`config.mk`:
```
export PLATFORM = sky130hd
export DESIGN_NAME = s3board_mem
export DESIGN_NICKNAME = d
export VERILOG_FILES = /design/src/hw/mem_pkg.sv /design/src/hw/s3board_mem.sv /design/src/hw/sram_pins.sv /design/src/hw/sram_seq.sv /design/src/hw/byte_lane.sv
export SDC_FILE = /design/constraint.sdc
export NUM_CORES = 1
export LEC_CHECK = 0
export BUFFER_PORTS_ARGS = -buffer_cell sky130_fd_sc_hd__buf_2
export CELL_PAD_IN_SITES_DETAIL_PLACEMENT = 1
export CELL_PAD_IN_SITES_GLOBAL_PLACEMENT = 1
export CORE_MARGIN = 2
export CORE_UTILIZATION = 30
export DETAILED_ROUTE_END_ITERATION = 7
export GPL_ROUTABILITY_DRIVEN = 0
export PLACE_DENSITY = 0.79
export SKIP_LAST_GASP = 1
export SYNTH_ARGS = -nofsm -noshare
export SYNTH_HDL_FRONTEND = slang
export SYNTH_SLANG_ARGS = --single-unit
```
`constraint.sdc`:
```
create_clock -name clk -period 1.8 [get_ports clk]
set_input_delay 0.36 -clock clk [delete_from_list [all_inputs] [get_ports clk]]
set_output_delay 0.36 -clock clk [all_outputs]
set_load 0.1 [all_outputs]
```
`src/hw/mem_pkg.sv`:
```
/*
 * Geometry and timing constants for the board SRAM subsystem:
 * bus and chip address widths, data width, chip depth and request latency.
 */
package mem_pkg;

   // bus byte address layout is {chip, word[17:0], byte}.
   localparam int addr_bits = 20;

   localparam int ram_addr_bits = 18;  // address pins of one chip.

   localparam int data_bits = 16;  // chip data bus and bus data are the same width.

   localparam int chip_words = 262144;  // words in one 256K x16 chip.

   // clock edges from an accepted request to its done pulse.
   // reads and writes take the same time.
   localparam int seq_cycles = 3;

endpackage
```
`src/hw/s3board_mem.sv`:
```
`timescale 1ns/1ps
/*
 * External memory controller for the two SRAM chips of the starter board.
 * Connects the sequencer, the pin stage and the byte lane steering.
 */
module s3board_mem
  (
   input  logic                             clk,
   input  logic                             reset,
   input  logic                             req,
   input  logic                             we,
   input  logic                             byte_en,
   input  logic [mem_pkg::addr_bits-1:0]     addr,
   input  logic [mem_pkg::data_bits-1:0]     wdata,
   output logic                             busy,
   output logic                             done,
   output logic [mem_pkg::data_bits-1:0]     rdata,
   output logic [mem_pkg::ram_addr_bits-1:0] ram_a,
   output logic                             ram_we_n,
   output logic                             ram_oe_n,
   output logic                             ram1_ce_n,
   output logic                             ram1_ub_n,
   output logic                             ram1_lb_n,
   output logic [mem_pkg::data_bits-1:0]     ram1_dout,
   output logic                             ram1_dout_en,
   input  logic [mem_pkg::data_bits-1:0]     ram1_din,
   output logic                             ram2_ce_n,
   output logic                             ram2_ub_n,
   output logic                             ram2_lb_n,
   output logic [mem_pkg::data_bits-1:0]     ram2_dout,
   output logic                             ram2_dout_en,
   input  logic [mem_pkg::data_bits-1:0]     ram2_din
   );

   logic                          load;
   logic                          cs_on;
   logic                          wr_on;
   logic                          rd_on;
   logic                          capture;
   logic [mem_pkg::data_bits-1:0] lane_wdata;
   logic                          lane_ub_n;
   logic                          lane_lb_n;
   logic [mem_pkg::data_bits-1:0] rd_word;
   logic                          hold_lsb;

   sram_seq u_seq
     (.clk(clk), .reset(reset), .req(req), .we(we), .busy(busy), .done(done),
      .load(load), .cs_on(cs_on), .wr_on(wr_on), .rd_on(rd_on), .capture(capture));

   sram_pins u_pins
     (.clk(clk), .reset(reset), .load(load), .cs_on(cs_on), .wr_on(wr_on),
      .rd_on(rd_on), .capture(capture), .addr(addr), .lane_wdata(lane_wdata),
      .lane_ub_n(lane_ub_n), .lane_lb_n(lane_lb_n),
      .ram1_din(ram1_din), .ram2_din(ram2_din),
      .ram_a(ram_a), .ram_we_n(ram_we_n), .ram_oe_n(ram_oe_n),
      .ram1_ce_n(ram1_ce_n), .ram1_ub_n(ram1_ub_n), .ram1_lb_n(ram1_lb_n),
      .ram1_dout(ram1_dout), .ram1_dout_en(ram1_dout_en),
      .ram2_ce_n(ram2_ce_n), .ram2_ub_n(ram2_ub_n), .ram2_lb_n(ram2_lb_n),
      .ram2_dout(ram2_dout), .ram2_dout_en(ram2_dout_en),
      .rd_word(rd_word), .addr_lsb(hold_lsb));

   // write steering uses the live bus bit, read alignment the held one.
   byte_lane u_lane
     (.byte_en(byte_en), .addr_lsb(addr[0]), .wdata(wdata), .rd_word(rd_word),
      .rd_lsb(hold_lsb), .lane_wdata(lane_wdata), .lane_ub_n(lane_ub_n),
      .lane_lb_n(lane_lb_n), .rdata(rdata));

endmodule

```
`src/hw/sram_pins.sv`:
```
`timescale 1ns/1ps
/*
 * Registered pin stage for the two board SRAM chips.
 * Chip select decode, byte enables, write strobe, data drive and read capture.
 */
module sram_pins
  (
   input  logic                             clk,
   input  logic                             reset,
   input  logic                             load,
   input  logic                             cs_on,
   input  logic                             wr_on,
   input  logic                             rd_on,
   input  logic                             capture,
   input  logic [mem_pkg::addr_bits-1:0]     addr,
   input  logic [mem_pkg::data_bits-1:0]     lane_wdata,
   input  logic                             lane_ub_n,
   input  logic                             lane_lb_n,
   input  logic [mem_pkg::data_bits-1:0]     ram1_din,
   input  logic [mem_pkg::data_bits-1:0]     ram2_din,
   output logic [mem_pkg::ram_addr_bits-1:0] ram_a,
   output logic                             ram_we_n,
   output logic                             ram_oe_n,
   output logic                             ram1_ce_n,
   output logic                             ram1_ub_n,
   output logic                             ram1_lb_n,
   output logic [mem_pkg::data_bits-1:0]     ram1_dout,
   output logic                             ram1_dout_en,
   output logic                             ram2_ce_n,
   output logic                             ram2_ub_n,
   output logic                             ram2_lb_n,
   output logic [mem_pkg::data_bits-1:0]     ram2_dout,
   output logic                             ram2_dout_en,
   output logic [mem_pkg::data_bits-1:0]     rd_word,
   output logic                             addr_lsb
   );

   localparam int half = mem_pkg::data_bits / 2;

   logic [mem_pkg::data_bits-1:0] dout_q;
   logic                          chip_q;
   logic                          ub_q;
   logic                          lb_q;
   logic                          chip_nx;
   logic                          ub_nx;
   logic                          lb_nx;
   logic                          drive_q;
   logic [mem_pkg::data_bits-1:0] din_sel;

   assign chip_nx = load ? addr[mem_pkg::addr_bits-1] : chip_q;  // bit 19 picks the chip.
   assign ub_nx   = load ? lane_ub_n : ub_q;
   assign lb_nx   = load ? lane_lb_n : lb_q;
   assign drive_q = ram1_dout_en || ram2_dout_en;
   assign din_sel = chip_q ? ram2_din : ram1_din;

   always_ff @(posedge clk)
   begin
      if (load)
      begin
         ram_a  <= addr[mem_pkg::ram_addr_bits:1];
         dout_q <= lane_wdata;
         chip_q <= addr[mem_pkg::addr_bits-1];
         ub_q   <= lane_ub_n;
         lb_q   <= lane_lb_n;
      end
   end

   always_ff @(posedge clk)
   begin
      if (reset)
      begin
         ram1_ce_n    <= 1'b1;
         ram2_ce_n    <= 1'b1;
         ram1_ub_n    <= 1'b1;
         ram1_lb_n    <= 1'b1;
         ram2_ub_n    <= 1'b1;
         ram2_lb_n    <= 1'b1;
         ram1_dout_en <= 1'b0;
         ram2_dout_en <= 1'b0;
         ram_we_n     <= 1'b1;
         ram_oe_n     <= 1'b1;
         rd_word      <= '0;
         addr_lsb     <= 1'b0;
      end
      else
      begin
         ram1_ce_n    <= !(cs_on && !chip_nx);
         ram2_ce_n    <= !(cs_on && chip_nx);
         ram1_ub_n    <= !(cs_on && !chip_nx && !ub_nx);
         ram1_lb_n    <= !(cs_on && !chip_nx && !lb_nx);
         ram2_ub_n    <= !(cs_on && chip_nx && !ub_nx);
         ram2_lb_n    <= !(cs_on && chip_nx && !lb_nx);
         ram1_dout_en <= wr_on && !chip_nx;
         ram2_dout_en <= wr_on && chip_nx;
         ram_oe_n     <= !rd_on;
         // we_n falls the cycle after the data bus is driven and rises one cycle later.
         ram_we_n     <= !(wr_on && drive_q && ram_we_n);
         if (capture)
         begin
            rd_word  <= {ub_q ? {half{1'b0}} : din_sel[mem_pkg::data_bits-1:half],
                         lb_q ? {half{1'b0}} : din_sel[half-1:0]};  // unused lane reads zero.
            addr_lsb <= lb_q && !ub_q;  // upper byte alone means an odd byte read.
         end
      end
   end

   assign ram1_dout = dout_q;
   assign ram2_dout = dout_q;

   a_one_chip: assert property (@(posedge clk) disable iff (reset)
      !(!ram1_ce_n && !ram2_ce_n))
      else $error("both chip enables low.");

endmodule

```
`src/hw/sram_seq.sv`:
```
`timescale 1ns/1ps
/*
 * Request sequencer for the asynchronous SRAM pins.
 * Steps each accepted request through setup, strobe and finish and issues
 * the per-cycle controls for the pin stage, plus busy and done.
 */
module sram_seq
  (
   input  logic clk,
   input  logic reset,
   input  logic req,
   input  logic we,
   output logic busy,
   output logic done,
   output logic load,
   output logic cs_on,
   output logic wr_on,
   output logic rd_on,
   output logic capture
   );

   typedef enum logic [1:0]
   {
      idle   = 2'd0,
      setup  = 2'd1,
      strobe = 2'd2,
      finish = 2'd3
   } state_t;

   state_t state;
   state_t state_nx;
   logic   we_q;
   logic   accept;
   logic   active;

   assign accept = (state == idle) && req;                  // req is only taken when idle.
   assign active = (state == setup) || (state == strobe);

   always_comb
   begin
      state_nx = state;
      case (state)
         idle:
            if (req)
               state_nx = setup;
         setup:
            state_nx = strobe;
         strobe:
            state_nx = finish;
         finish:
            state_nx = idle;
         default:
            state_nx = idle;
      endcase
   end

   always_ff @(posedge clk)
   begin
      if (reset)
         state <= idle;
      else
         state <= state_nx;
   end

   always_ff @(posedge clk)
   begin
      if (accept)
         we_q <= we;  // direction of the request in flight.
   end

   // The pin stage registers these, so each one is raised a cycle
   // before it should show on the pins.
   assign load    = accept;
   assign cs_on   = accept || active;                       // chip enabled in cycles 1 to 3.
   assign wr_on   = (accept && we) || (active && we_q);     // data driven in cycles 1 to 3.
   assign rd_on   = (accept && !we) || ((state == setup) && !we_q);
   assign capture = (state == strobe) && !we_q;             // din sampled at the end of cycle 2.

   assign busy = (state != idle);
   assign done = (state == finish);

   a_req_not_busy: assert property (@(posedge clk) disable iff (reset)
      !(req && busy))
      else $error("req raised while busy.");

   // the request latency seen on the bus is fixed.
   a_done_latency: assert property (@(posedge clk) disable iff (reset)
      (req && !busy) |-> (!done) [*mem_pkg::seq_cycles] ##1 done)
      else $error("done not seq_cycles after an accepted req.");

   a_dir_onehot: assert property (@(posedge clk) disable iff (reset)
      !(wr_on && rd_on))
      else $error("read and write strobes overlap.");

endmodule

```
`src/hw/byte_lane.sv`:
```
`timescale 1ns/1ps
/*
 * Byte lane steering between the processor bus and the 16-bit chip lanes.
 * Builds lane write data and active-low byte enables, and aligns read data.
 */
module byte_lane
  (
   input  logic                         byte_en,
   input  logic                         addr_lsb,
   input  logic [mem_pkg::data_bits-1:0] wdata,
   input  logic [mem_pkg::data_bits-1:0] rd_word,
   input  logic                         rd_lsb,
   output logic [mem_pkg::data_bits-1:0] lane_wdata,
   output logic                         lane_ub_n,
   output logic                         lane_lb_n,
   output logic [mem_pkg::data_bits-1:0] rdata
   );

   localparam int half = mem_pkg::data_bits / 2;

   always_comb
   begin
      if (byte_en)
      begin
         lane_wdata = {wdata[half-1:0], wdata[half-1:0]};  // same byte on both lanes.
         lane_ub_n  = ~addr_lsb;                             // odd byte is the upper lane.
         lane_lb_n  = addr_lsb;
      end
      else
      begin
         lane_wdata = wdata;
         lane_ub_n  = 1'b0;  // word access ignores bit 0.
         lane_lb_n  = 1'b0;
      end
   end

   // The pin stage zeroes the lanes that were not enabled when it captures.
   // rd_lsb is high only for a byte read of the upper lane, which must be
   // shifted down; lower byte and word reads pass as captured.
   always_comb
   begin
      if (rd_lsb)
         rdata = {{half{1'b0}}, rd_word[mem_pkg::data_bits-1:half]};
      else
         rdata = rd_word;
   end

endmodule

```
### Yosys cells after proc, flatten, opt, wreduce, memory -nomap -nowiden

Cells that the tools add are included.
W data, S select, Z words.

* reduce and logical (&&, ||, !) cells: 38
* muxes and demuxes: 12
* equal/unequal tests: 4
* bitwise logic cells: 1

Operator list (count)
* $mux W16: 3
* $logic_and A1 B1 Y1: 17
* $mux W8: 2
* $logic_not A1 Y1: 14
* $pmux W2 S4: 1
* $logic_or A1 B1 Y1: 5
* $mux W1: 5
* $eq A2 B2 Y1 const B: 2
* $eq A2 B1 Y1 const B: 1
* $logic_not A2 Y1: 1
* $mux W2: 1
* $ne A2 B2 Y1 const B: 1
* $reduce_bool A2 Y1: 1
* $not A1 Y1: 1

* word-level logic and storage cells: 74
* flip-flop bits (word level): 67

### Depth between registers and ports, before layout

Gate-level depths: netlist of the first run.

* depth after elaboration: 7
* mapped depth: 7
* depth with buffers taken out: 5

### Modules after synthesis

From an unflattened synthesis of the first run, not the netlist that was laid out.

* cell total of the unflattened synthesis: 203
* area total of the unflattened synthesis: 2812.7 um^2

By module, submodules not included
* sram_pins: cells each 142, area each 2235.9 um^2, times used 1, seq. area each 1621.6 um^2
* byte_lane: cells each 37, area each 361.6 um^2, times used 1, seq. area each 0.0 um^2
* sram_seq: cells each 24, area each 215.2 um^2, times used 1, seq. area each 70.1 um^2

### Worst setup path before layout of the first run

Ideal clock, no wire load.

* kind: register -> output
* start: register u_pins.addr_lsb
* end: output port rdata[10] (netlist name)
* path slack: -0.510 ns
* stages on the path, launching flop included: 4
* path buffers: 2
* arrival time: 1.950 ns
* cells stage by stage: dfxtp_1 buf_2 buf_2 nor2b_1

* cells in the longest elaborated chain, start to end: 1

Ends and longest elaborated chain
* start: declaration: line sram_pins.sv:35 `output logic addr_lsb`
* start signal: assignment: line sram_pins.sv:102 `addr_lsb <= lb_q && !ub_q;`
* $mux W16: line byte_lane.sv:42 `if (rd_lsb)`
* end: declaration: line s3board_mem.sv:17 `output logic [mem_pkg::data_bits-1:0] rdata,`

Every way passes these cells.

### Worst setup path in the final report of the first run

Same ends and word-level chain as after synthesis.

==> results.md, run 1 <==
* Status: finished, final reports clean
* Post-Syn Area per Cell at 13.18 um2
* Post-synthesis sequential area ratio at 0.6052
* Yosys top cell area share at 0.3760
* CTS Buf Count at 9
* Hold_buf cts at 0
* Fmax at between 500 and 600 MHz
* Row cnt at 35
* Fillers at around 1,000
* Main combinational cell family by area after synthesis: multiplexers
* Post-Syn Nets at 290
* Die W at around 100 um
* Crit Path Max Fanout at 17
* ANT nets after route at 0
* Final Cycle Share at 0.9619
* RSZ-0062 raised after global routing: no
* Arrival @ worst endpoint at between 1 and 1.5 ns
* Setup CP Type: reg -> out
* Num Clock Sinks at 67
* Skew final at between 0.006 and 0.007 ns
* 1st-pass router iterations at 4
* CTS tree: done
* Worst slew pin tran at approximately 0.60 ns
* Post-synth EDFFs at 35
* Starting Density at 0.3054
* Area contributors post-synth: edfxtp_1 (38%), dfxtp_1 (23%), mux2_2 (12%)
* Cell area after synthesis at 0.002795 mm2
* Max-slew violation count at 0
* Cell area after layout at 0.003832 mm2
* Worst-Skew Late Latency at about 0.33 ns
* Clock-pin slew on the worst setup and hold paths at 0.07 ns
* P&R area growth vs syn at 37.11%
* Top FF cell, synth: edfxtp_1
* Mux contribution to synthesized area at 0.1361
* Post-Route WL at 7177 um
* Longest Clk Path Bufs at 2
* Ys async rst share at 0
* Post-Synth Adder-Cell Area at 0.02238
* Post-Synth Simple-Gate Area at 0.09669
* DRT iter0 DRCs at 75
* Seq cells post-synth at 67
* Vias at 2,142
* Global-route wire length before repair at 11,030 um
* Worst min path class: in -> reg
* Die Span Y at about 100 um
* Placed wire-length estimate at around 5400 um
* Vias in the first global route at between 2,000 and 2,500
* Fin. Hold Viols at 0
* WL per Instance at 15.34 um
* DRC at 0
* Clk root buf: clkbuf_8
* Area leader, netlist: edfxtp_1
* Layout cell share with drive strength beyond 1 at 0.5798
* Power, Total at 7.257 mW
* CP Launch Type: flip-flop
* N_diodes at 0
* Initial antenna violation count at 0
* Utilization after layout at 0.4187
* Synth unique cells at 32
* Io pins at 151
* Cell count after synthesis at 212
* Xor/xnor share of the synthesized area at 0
* Nets at 430
* Worst setup EP type: output pin
* Worst slew margin at 0.5950
* DIE AREA at 0.01011 mm2
* Largest net degree at the start of global routing at 36
* Max-cap violations at 0
* Crit path required time at about 1.4 ns
* Placed Area at 0.003590 mm2
* Total core area at 0.009153 mm2
* Total gr overflow at 0
* Aggregate global-route resource usage at 0.1433
* Min Tclk post-route at approximately 1.7 ns
* Synth Area in Compound Gates at 0.06625
* YS warnings at 0
* CTS H-Tree Depth at 3
* PortBufs at 150
* Static Leak at between 1.5 and 2 nW
* Maximum vdd drop at around 0.54 mV
* Via/cell ratio at 4.577
* Setup violations, final at 0
* Power Density at 1894 mW/mm2
-- final timing paths --
path | endpoint | cells past startpoint | from | slack (ns)
max | rdata[10] | 3 | u_pins.addr_lsb | 0.07
min | u_pins.ram_a[14] | 1 | addr[15] | 0.20
max reg2reg | u_pins.rd_word[15] | 5 | u_seq.state[0] | 0.25
min reg2reg | u_pins.ram_we_n | 1 | u_pins.ram_we_n | 0.43
-- synth_stat cells, drive strengths merged, types with 3 or more instances --
master  number
a21oi        3
a22oi       16
buf         23
clkbuf       3
dfxtp       32
edfxtp      35
ha           5
inv          7
mux2        32
nand2b       6
nand3b       4
nor2        20
nor2b        8
-- stage by stage --
stage | std cells | setup TNS (ns) | hold WS (ns) | setup WS (ns)
finish | 468 | 0 | 0.2012 | 0.06856
global route | 468 | 0 | 0.1812 | 0.005738
CTS | 468 | 0 | 0.1772 | 0.01644
detailed placement | 452 | 0 | 0.4225 | 0.2182
global placement | 452 | 0 | 0.4180 | 0.2723
floorplan | 212 | -4.079 | 0.4589 | -0.5099
-- cells in the final DEF, fill, tap and decap left out, types with 8 or more instances in the layout --
cell type,Yosys,layout
mux2_2,30,30
nor2_1,20,20
nor2b_1,8,8
a22oi_1,16,16
buf_2,5,139
clkbuf_8,0,9
dfxtp_1,32,31
edfxtp_1,35,35
buf_6,2,8
-- cells by family (layout without fill, tap and decap cells) --
family	count (synthesis)	count (layout)
simple gates	48	48
buf+inv	33	178
mux	34	34
flops	67	67
fa+ha+maj	5	5
compound gates	25	25
-- power by group --
part | leakage (nW) | switching (mW) | internal [mW]
registers | 0.593 | 0.153 | 1.98
logic | 1.02 | 3.17 | 0.763
clock network | 0.0935 | 0.560 | 0.628
total | 1.70 | 3.88 | 3.37
-- repair_timing --
action | CTS | global route
cloned | 0 | 0
buffers inserted | 0 | 0
gates resized for setup | 17 | 3
setup endpoints to repair | 9 | 10
-- flip-flops by register name, indices dropped and copies added, names as in the netlist, 2 cells and up --
register,count
u_pins.ram1_dout,16
u_pins.ram_a,18
u_pins.rd_word,16
u_seq.state,2
-- routing by layer --
layer	routed length (um)	GRT usage	up-vias
li1	-	-	1019
met1	2976	0.1644	1014
met2	3664	0.2555	101
met3	460	0.03051	8
met4	76	0.06428	0
met5	0	0	-
-- critical path, stage by stage, from the launching register on --
cell and delay [ns]:
dfxtp_2 0.33, buf_12 0.14, nor2b_1 0.12, buf_2 0.44
-- area by class of cell --
type / count / area, um2 / share of cell area
Timing Repair Buffer: 155 / 883.3 / 0.2305
Tap cell: 111 / 138.9 / 0.03624
Multi-Input combinational cell: 112 / 903.4 / 0.2357
Clock inverter: 6 / 56.30 / 0.01469
Sequential cell: 67 / 1693 / 0.4417
Clock buffer: 10 / 127.6 / 0.03330
Inverter: 7 / 30.03 / 0.007835
Note: power is estimated with default switching activity, not from simulation.
==> run 2, diff against run 1 <==
--- a/config.mk
+++ b/config.mk
@@ -12,7 +12,7 @@
 export CORE_UTILIZATION = 30
 export DETAILED_ROUTE_END_ITERATION = 7
 export GPL_ROUTABILITY_DRIVEN = 0
-export PLACE_DENSITY = 0.79
+export PLACE_DENSITY = 0.8
 export SKIP_LAST_GASP = 1
 export SYNTH_ARGS = -nofsm -noshare
 export SYNTH_HDL_FRONTEND = slang
==> run 2 against run 1 <==
Against the previous run: cell area increased by 1.1%; total power increased by 2.2%; via count decreased by 0.19%; clock power increased by 13%; sequential share of layout area decreased by 0.47 points; cell count decreased by 0.21%; core utilization increased by 0.45 points; die area unchanged; critical path depth unchanged; routed wire length about the same; fmax decreased by 1.4%; global-route usage decreased by 0.37 points.
==> results.md, run 2 (synthesis results as in run 1) <==
* Nets at 429 (-0.23%)
* Placed Area at 0.003612 mm2 (+0.63%)
* Vias at 2,138 (-0.19%)
* Via/cell ratio at 4.578 (about the same)
* Skew final at 0.008018 ns (+0.001928 ns)
* Max-cap violations at 0 (unchanged)
* Biggest register: u_pins.ram_a
* CP Launch Type: flip-flop
* Clock-pin slew on the worst setup and hold paths at 0.07 ns (about the same)
* DRT iter0 DRCs at 52 (-31%)
* Max-slew violation count at 0 (unchanged)
* Io pins at 151 (unchanged)
* Hold_buf cts at 0 (unchanged)
* Fin. Hold Viols at 0 (unchanged)
* Worst min path class: in -> reg
* Area occupied by multi-input gates at 903.4 um2 (unchanged)
* Die Span Y at 100.5 um (unchanged)
* Total core area at 0.009153 mm2 (unchanged)
* Row cnt at 35 (unchanged)
* Power Density at 1915 mW/mm2 (+1.1%)
* Worst r2r src: u_seq.state[0]
* DRC at 0 (unchanged)
* Most common cell after layout, fill and taps aside: buf_2
* N_diodes at 0 (unchanged)
* Setup crit start: u_pins.addr_lsb
* Num Clock Sinks at 67 (unchanged)
* Cell depth of the worst flop-to-flop path at 5 (unchanged)
* Commonest cells after routing, fill and taps aside: buf_2 (140), edfxtp_1 (35), dfxtp_1 (31)
* CTS H-Tree Depth at 3 (unchanged)
* Arrival @ worst endpoint at 1.40 ns (+0.03 ns)
* Max reg flops at 18 (unchanged)
* CTS Buf Count at 9 (unchanged)
* 1st-pass router iterations at 4 (unchanged)
* Longest Clk Path Bufs at 2 (unchanged)
* Reg2reg setup slack at 0.25 ns (about the same)
* Fmax at 569.6 MHz (-1.4%)
* Worst r2r dst: u_pins.rd_word[13]
* Clk root buf: clkbuf_8
* Setup violations, final at 0 (unchanged)
* Placed wire-length estimate at 5516 um (+1.6%)
* Crit path required time at 1.44 ns (about the same)
* Post-place setup slack at 0.2391 ns (+0.02094 ns)
* Final worst slack at 0.04432 ns (-0.02425 ns)
* Global-route wire length before repair at 10,700 um (-3.0%)
* RSZ-0062 raised after global routing: no
* Setup CP Type: reg -> out
* Worst-Skew Late Latency at 0.34 ns (about the same)
* Vias in the first global route at 2,201 (+0.73%)
* Largest net degree at the start of global routing at 36 (unchanged)
* Worst Setup EP: rdata[14]
* Layout cell share with drive strength beyond 1 at 0.5815 (+0.001629)
* Die W at 100.5 um (unchanged)
* Postcts setup bufs at 0 (unchanged)
* Aggregate global-route resource usage at 0.1396 (-0.003719)
* P&R area growth vs syn at 38.59%
* WL per Instance at 15.38 um (+0.27%)
* Starting Density at 0.3054 (unchanged)
* PortBufs at 150 (unchanged)
* Maximum vdd drop at 0.6619 mV (+22%)
* Static Leak at 1.716 nW (+0.78%)
* Worst slew margin at 0.5876 (-0.007344)
* ANT nets after route at 0 (unchanged)
* Cell area after layout at 0.003874 mm2 (+1.1%)
* DIE AREA at 0.01011 mm2 (unchanged)
* Final Cycle Share at 0.9754 (+0.01347)
* Worst slew pin tran at 0.6159 ns (+0.01097 ns)
* Initial antenna violation count at 0 (unchanged)
* Total gr overflow at 0 (unchanged)
* Crit Path Max Fanout at 17 (unchanged)
* Post-Route WL at 7181 um (about the same)
* CTS tree: done
* Fillers at 1,018 (-2.7%)
* Worst setup EP type: output pin
* Min Tclk post-route at 1.756 ns (+0.02425 ns)
* Power, Total at 7.419 mW (+2.2%)
* Status: finished, final reports clean
* Register area at 0.001693 mm2 (unchanged)
run 2: power by group:
part / internal (mW) / switching [mW] / leakage (nW)
clock: 0.782 / 0.568 / 0.106
combinational: 0.768 / 3.17 / 1.02
sequential: 1.98 / 0.150 / 0.593
total: 3.53 / 3.89 / 1.72
run 2: what timing repair did:
action / 4_1_cts / 5_1_grt
hold endpoints to repair: 0 / 0
gates cloned: 0 / 0
setup endpoints to repair: 6 / 6
gates resized for setup: 10 / 5
run 2: through the flow:
step / setup TNS (ns) / utilization / hold slack [ns] / cells
final: 0 / 0.4232 / 0.1990 / 467
after global routing: 0 / 0.4232 / 0.1794 / 467
after CTS: -0.01505 / 0.4217 / 0.1788 / 467
after detailed placement: 0 / 0.3947 / 0.4487 / 451
after global placement: 0 / 0.3947 / 0.3991 / 451
after floorplan: -4.079 / - / 0.4589 / 212
run 2: layout make-up:
cell class | instances | area share
Clock buffer | 10 | 0.03295
Sequential cell | 67 | 0.4370
Inverter | 7 | 0.007752
Multi-Input combinational cell | 112 | 0.2332
Tap cell | 111 | 0.03585
Clock inverter | 6 | 0.02326
Timing Repair Buffer | 154 | 0.2300
run 2: how the worst min path moves through the flow:
stage / to / cells after the start / startpoint / slack, ns
after detailed placement: u_pins.ram_we_n / 1 / u_pins.ram_we_n / 0.45
after floorplan: u_pins.ram1_dout[0] / 0 / wdata[0] / 0.46
after CTS: u_pins.ram_a[12] / 1 / addr[13] / 0.18
after global placement: u_pins.ram_we_n / 1 / u_pins.ram_we_n / 0.40
after global routing: u_pins.ram_a[4] / 1 / addr[5] / 0.18
final: u_pins.ram_a[15] / 1 / addr[16] / 0.20
run 2: worst max-delay path: stages (launching register included):
cell and delay [ns]:
dfxtp_2 0.33, buf_12 0.14, nor2b_1 0.14, buf_2 0.44
run 2: per-layer routing:
metal,vias up,GRT usage,wire length (um)
met5,-,0,0
met4,0,0.06322,132
met3,10,0.03329,515
met2,105,0.2623,3743
met1,1001,0.1464,2789
li1,1022,-,-
==> run 3, diff against run 2 <==
--- a/config.mk
+++ b/config.mk
@@ -5,14 +5,14 @@
 export SDC_FILE = /design/constraint.sdc
 export NUM_CORES = 1
 export LEC_CHECK = 0
-export BUFFER_PORTS_ARGS = -buffer_cell sky130_fd_sc_hd__buf_2
 export CELL_PAD_IN_SITES_DETAIL_PLACEMENT = 1
 export CELL_PAD_IN_SITES_GLOBAL_PLACEMENT = 1
 export CORE_MARGIN = 2
-export CORE_UTILIZATION = 30
+export CORE_UTILIZATION = 42
 export DETAILED_ROUTE_END_ITERATION = 7
+export DONT_BUFFER_PORTS = 1
 export GPL_ROUTABILITY_DRIVEN = 0
-export PLACE_DENSITY = 0.8
+export PLACE_DENSITY = 0.79
 export SKIP_LAST_GASP = 1
 export SYNTH_ARGS = -nofsm -noshare
 export SYNTH_HDL_FRONTEND = slang
==> run 3 against run 2 <==
Against the previous run: first-iteration DRC count rose by 110%; clock power down 9.6%; largest cell class unchanged; core utilization grew 23 points; critical path type unchanged; critical endpoint is now rdata[0]; sequential power is 8% higher; non-clock buffer count down 68.
==> results.md, run 3 (synthesis results as in run 1) <==
* Max reg flops at 18 (unchanged)
* Worst slew pin tran at 0.8253 ns (+0.2094 ns)
* Placed Instances at 344 (-24%)
* Vias in the first global route at 2,063 (-6.3%)
* Power, Total at 7.887 mW (+6.3%)
* Die W at 85.58 um (-15%)
* Placed Area at 0.003905 mm2 (+8.1%)
* Min Tclk post-route at 1.732 ns (-0.02372 ns)
* Reg2reg setup slack at 0.18 ns (-0.07 ns)
* Placed wire-length estimate at 6034 um (+9.4%)
* P&R area growth vs syn at 48.12%
* Total gr overflow at 0 (unchanged)
* Worst setup EP type: output pin
* 1st-pass router iterations at 4 (unchanged)
* Fmax at 577.4 MHz (+1.4%)
* CTS Buf Count at 9 (unchanged)
* PortBufs at 0 (-100%)
* Biggest register: u_pins.ram_a
* DIE AREA at 0.007324 mm2 (-28%)
* Io pins at 151 (unchanged)
* CP max stage delay at 0.37 ns (-0.07 ns)
* Worst r2r dst: u_pins.rd_word[11]
* Most common cell after layout, fill and taps aside: buf_4
* Hold WS at 0.07741 ns (-0.1216 ns)
* Static Leak at 1.660 nW (-3.3%)
* ANT nets after route at 0 (unchanged)
* Crit path required time at 1.44 ns (about the same)
* Nets at 361 (-16%)
* Max-slew violation count at 0 (unchanged)
* Setup crit start: u_pins.addr_lsb
* Largest net degree at the start of global routing at 36 (unchanged)
* Global-route wire length before repair at 12,110 um (+13%)
* Status: finished, final reports clean
* Total core area at 0.006386 mm2 (-30%)
* DRC at 0 (unchanged)
* Maximum vdd drop at 1.270 mV (+92%)
* Cell area after layout at 0.004140 mm2 (+6.9%)
* Arrival @ worst endpoint at 1.37 ns (-0.03 ns)
* Cell depth of the worst flop-to-flop path at 3 (-2)
* Final std cells w/o fill at 365 (-22%)
* Skew final at 0.008967 ns (+0.0009485 ns)
* Initial antenna violation count at 0 (unchanged)
* Worst min path class: in -> reg
* Crit path max-delay cell type: mux2_2
* Fillers at 601 (-41%)
* Worst-Skew Late Latency at 0.33 ns (about the same)
* WL per Instance at 21.68 um (+41%)
* Via/cell ratio at 5.378 (+17%)
* Vias at 1,963 (-8.2%)
* Commonest cells after routing, fill and taps aside: buf_4 (51), edfxtp_1 (35), mux2_2 (30)
* CP Launch Type: flip-flop
* Setup violations, final at 0 (unchanged)
* Hold endpoint: u_pins.addr_lsb
* Clock-pin slew on the worst setup and hold paths at 0.07 ns (about the same)
* Aggregate global-route resource usage at 0.2214 (+0.08180)
* Post-Route WL at 7913 um (+10%)
* Worst r2r src: u_pins.chip_q
* RSZ-0062 raised after global routing: no
* Top cell by count, worst path: buf_12
* DRT iter0 DRCs at 111 (+110%)
* Clk root buf: clkbuf_8
* Hold Crit Start: reset
* Setup CP Type: reg -> out
* Max-cap violations at 0 (unchanged)
* N_diodes at 0 (unchanged)
* Longest Clk Path Bufs at 2 (unchanged)
* Final Cycle Share at 0.9622 (-0.01318)
* Fin. Hold Viols at 0 (unchanged)
* Layout cell share with drive strength beyond 1 at 0.5139 (-0.06757)
* Worst-path cell chain: buf_12, mux2_2, buf_12
* Hold Path Stages at 1 (unchanged)
* CTS H-Tree Depth at 3 (unchanged)
* CTS tree: done
* Worst slew margin at 0.4491 (-0.1386)
* Die Span Y at 85.58 um (-15%)
* Num Clock Sinks at 67 (unchanged)
* Power Density at 1905 mW/mm2 (-0.53%)
* Hold_buf cts at 0 (unchanged)
* Row cnt at 29 (-17%)
* Starting Density at 0.4377 (+0.1323)
* Crit Path Max Fanout at 16 (-1)
* Utilization after layout at 0.6483 (+0.2251)
## run 3: changes by cell type in the layout (fill, tap and decap cells not counted), sizes merged
| cell | change |
|---|---|
| bufinv | -1 |
| buf | -67 |
| clkbuf | -2 |
| clkinv | +1 |
| inv | +1 |
## run 3: metrics by stage
step	setup slack, ns	TNS [ns]
detailed placement	0.1520	0
floorplan	-0.5099	-4.079
global placement	0.2250	0
global route	0.008042	0
finish	0.06803	0
CTS	0.003771	0
## run 3: worst max path at each step
stage	slack, ns	endpoint
finish	0.07	rdata[0]
global route	0.008	rdata[0]
CTS	0.004	rdata[0]
detailed placement	0.15	u_pins.rd_word[11]
global placement	0.23	u_pins.rd_word[0]
floorplan	-0.51	rdata[10]
## run 3: worst max-delay path: cells and delay by family, from the launching register on
kind	cells	cell delay, ns
buf+inv	2	0.32
flops	1	0.34
mux	1	0.37
## run 3: timing repair
| item | in CTS | in global routing |
|---|---|---|
| endpoints found under the setup margin | 1 | 10 |
| endpoints found under the hold margin | 0 | 0 |
| setup buffers | 0 | 5 |
| gates resized for setup | 1 | 3 |
## run 3: report_power, final
| part | switching, mW | leakage [nW] | internal [mW] |
|---|---|---|---|
| combinational | 3.12 | 0.972 | 1.24 |
| clock | 0.583 | 0.0947 | 0.635 |
| sequential | 0.315 | 0.593 | 1.99 |
| total | 4.02 | 1.66 | 3.87 |
## run 3: area by class of cell
cell class | count | area (um2) | share of cell area
Tap cell | 77 | 96.34 | 0.02327
Inverter | 7 | 30.03 | 0.007253
Clock buffer | 9 | 123.9 | 0.02992
Multi-Input combinational cell | 112 | 923.4 | 0.2230
Clock inverter | 7 | 67.56 | 0.01632
Timing Repair Buffer | 86 | 1204 | 0.2907
Sequential cell | 67 | 1695 | 0.4095
## run 3: routing by layer
metal	vias to the layer above	wire length, um	part of all wire	GRT usage
li1	884	-	-	-
met4	0	92	0.012	0.06782
met2	109	4256	0.54	0.3956
met1	962	2947	0.37	0.2519
met3	8	617	0.078	0.07122
met5	-	0	0	0
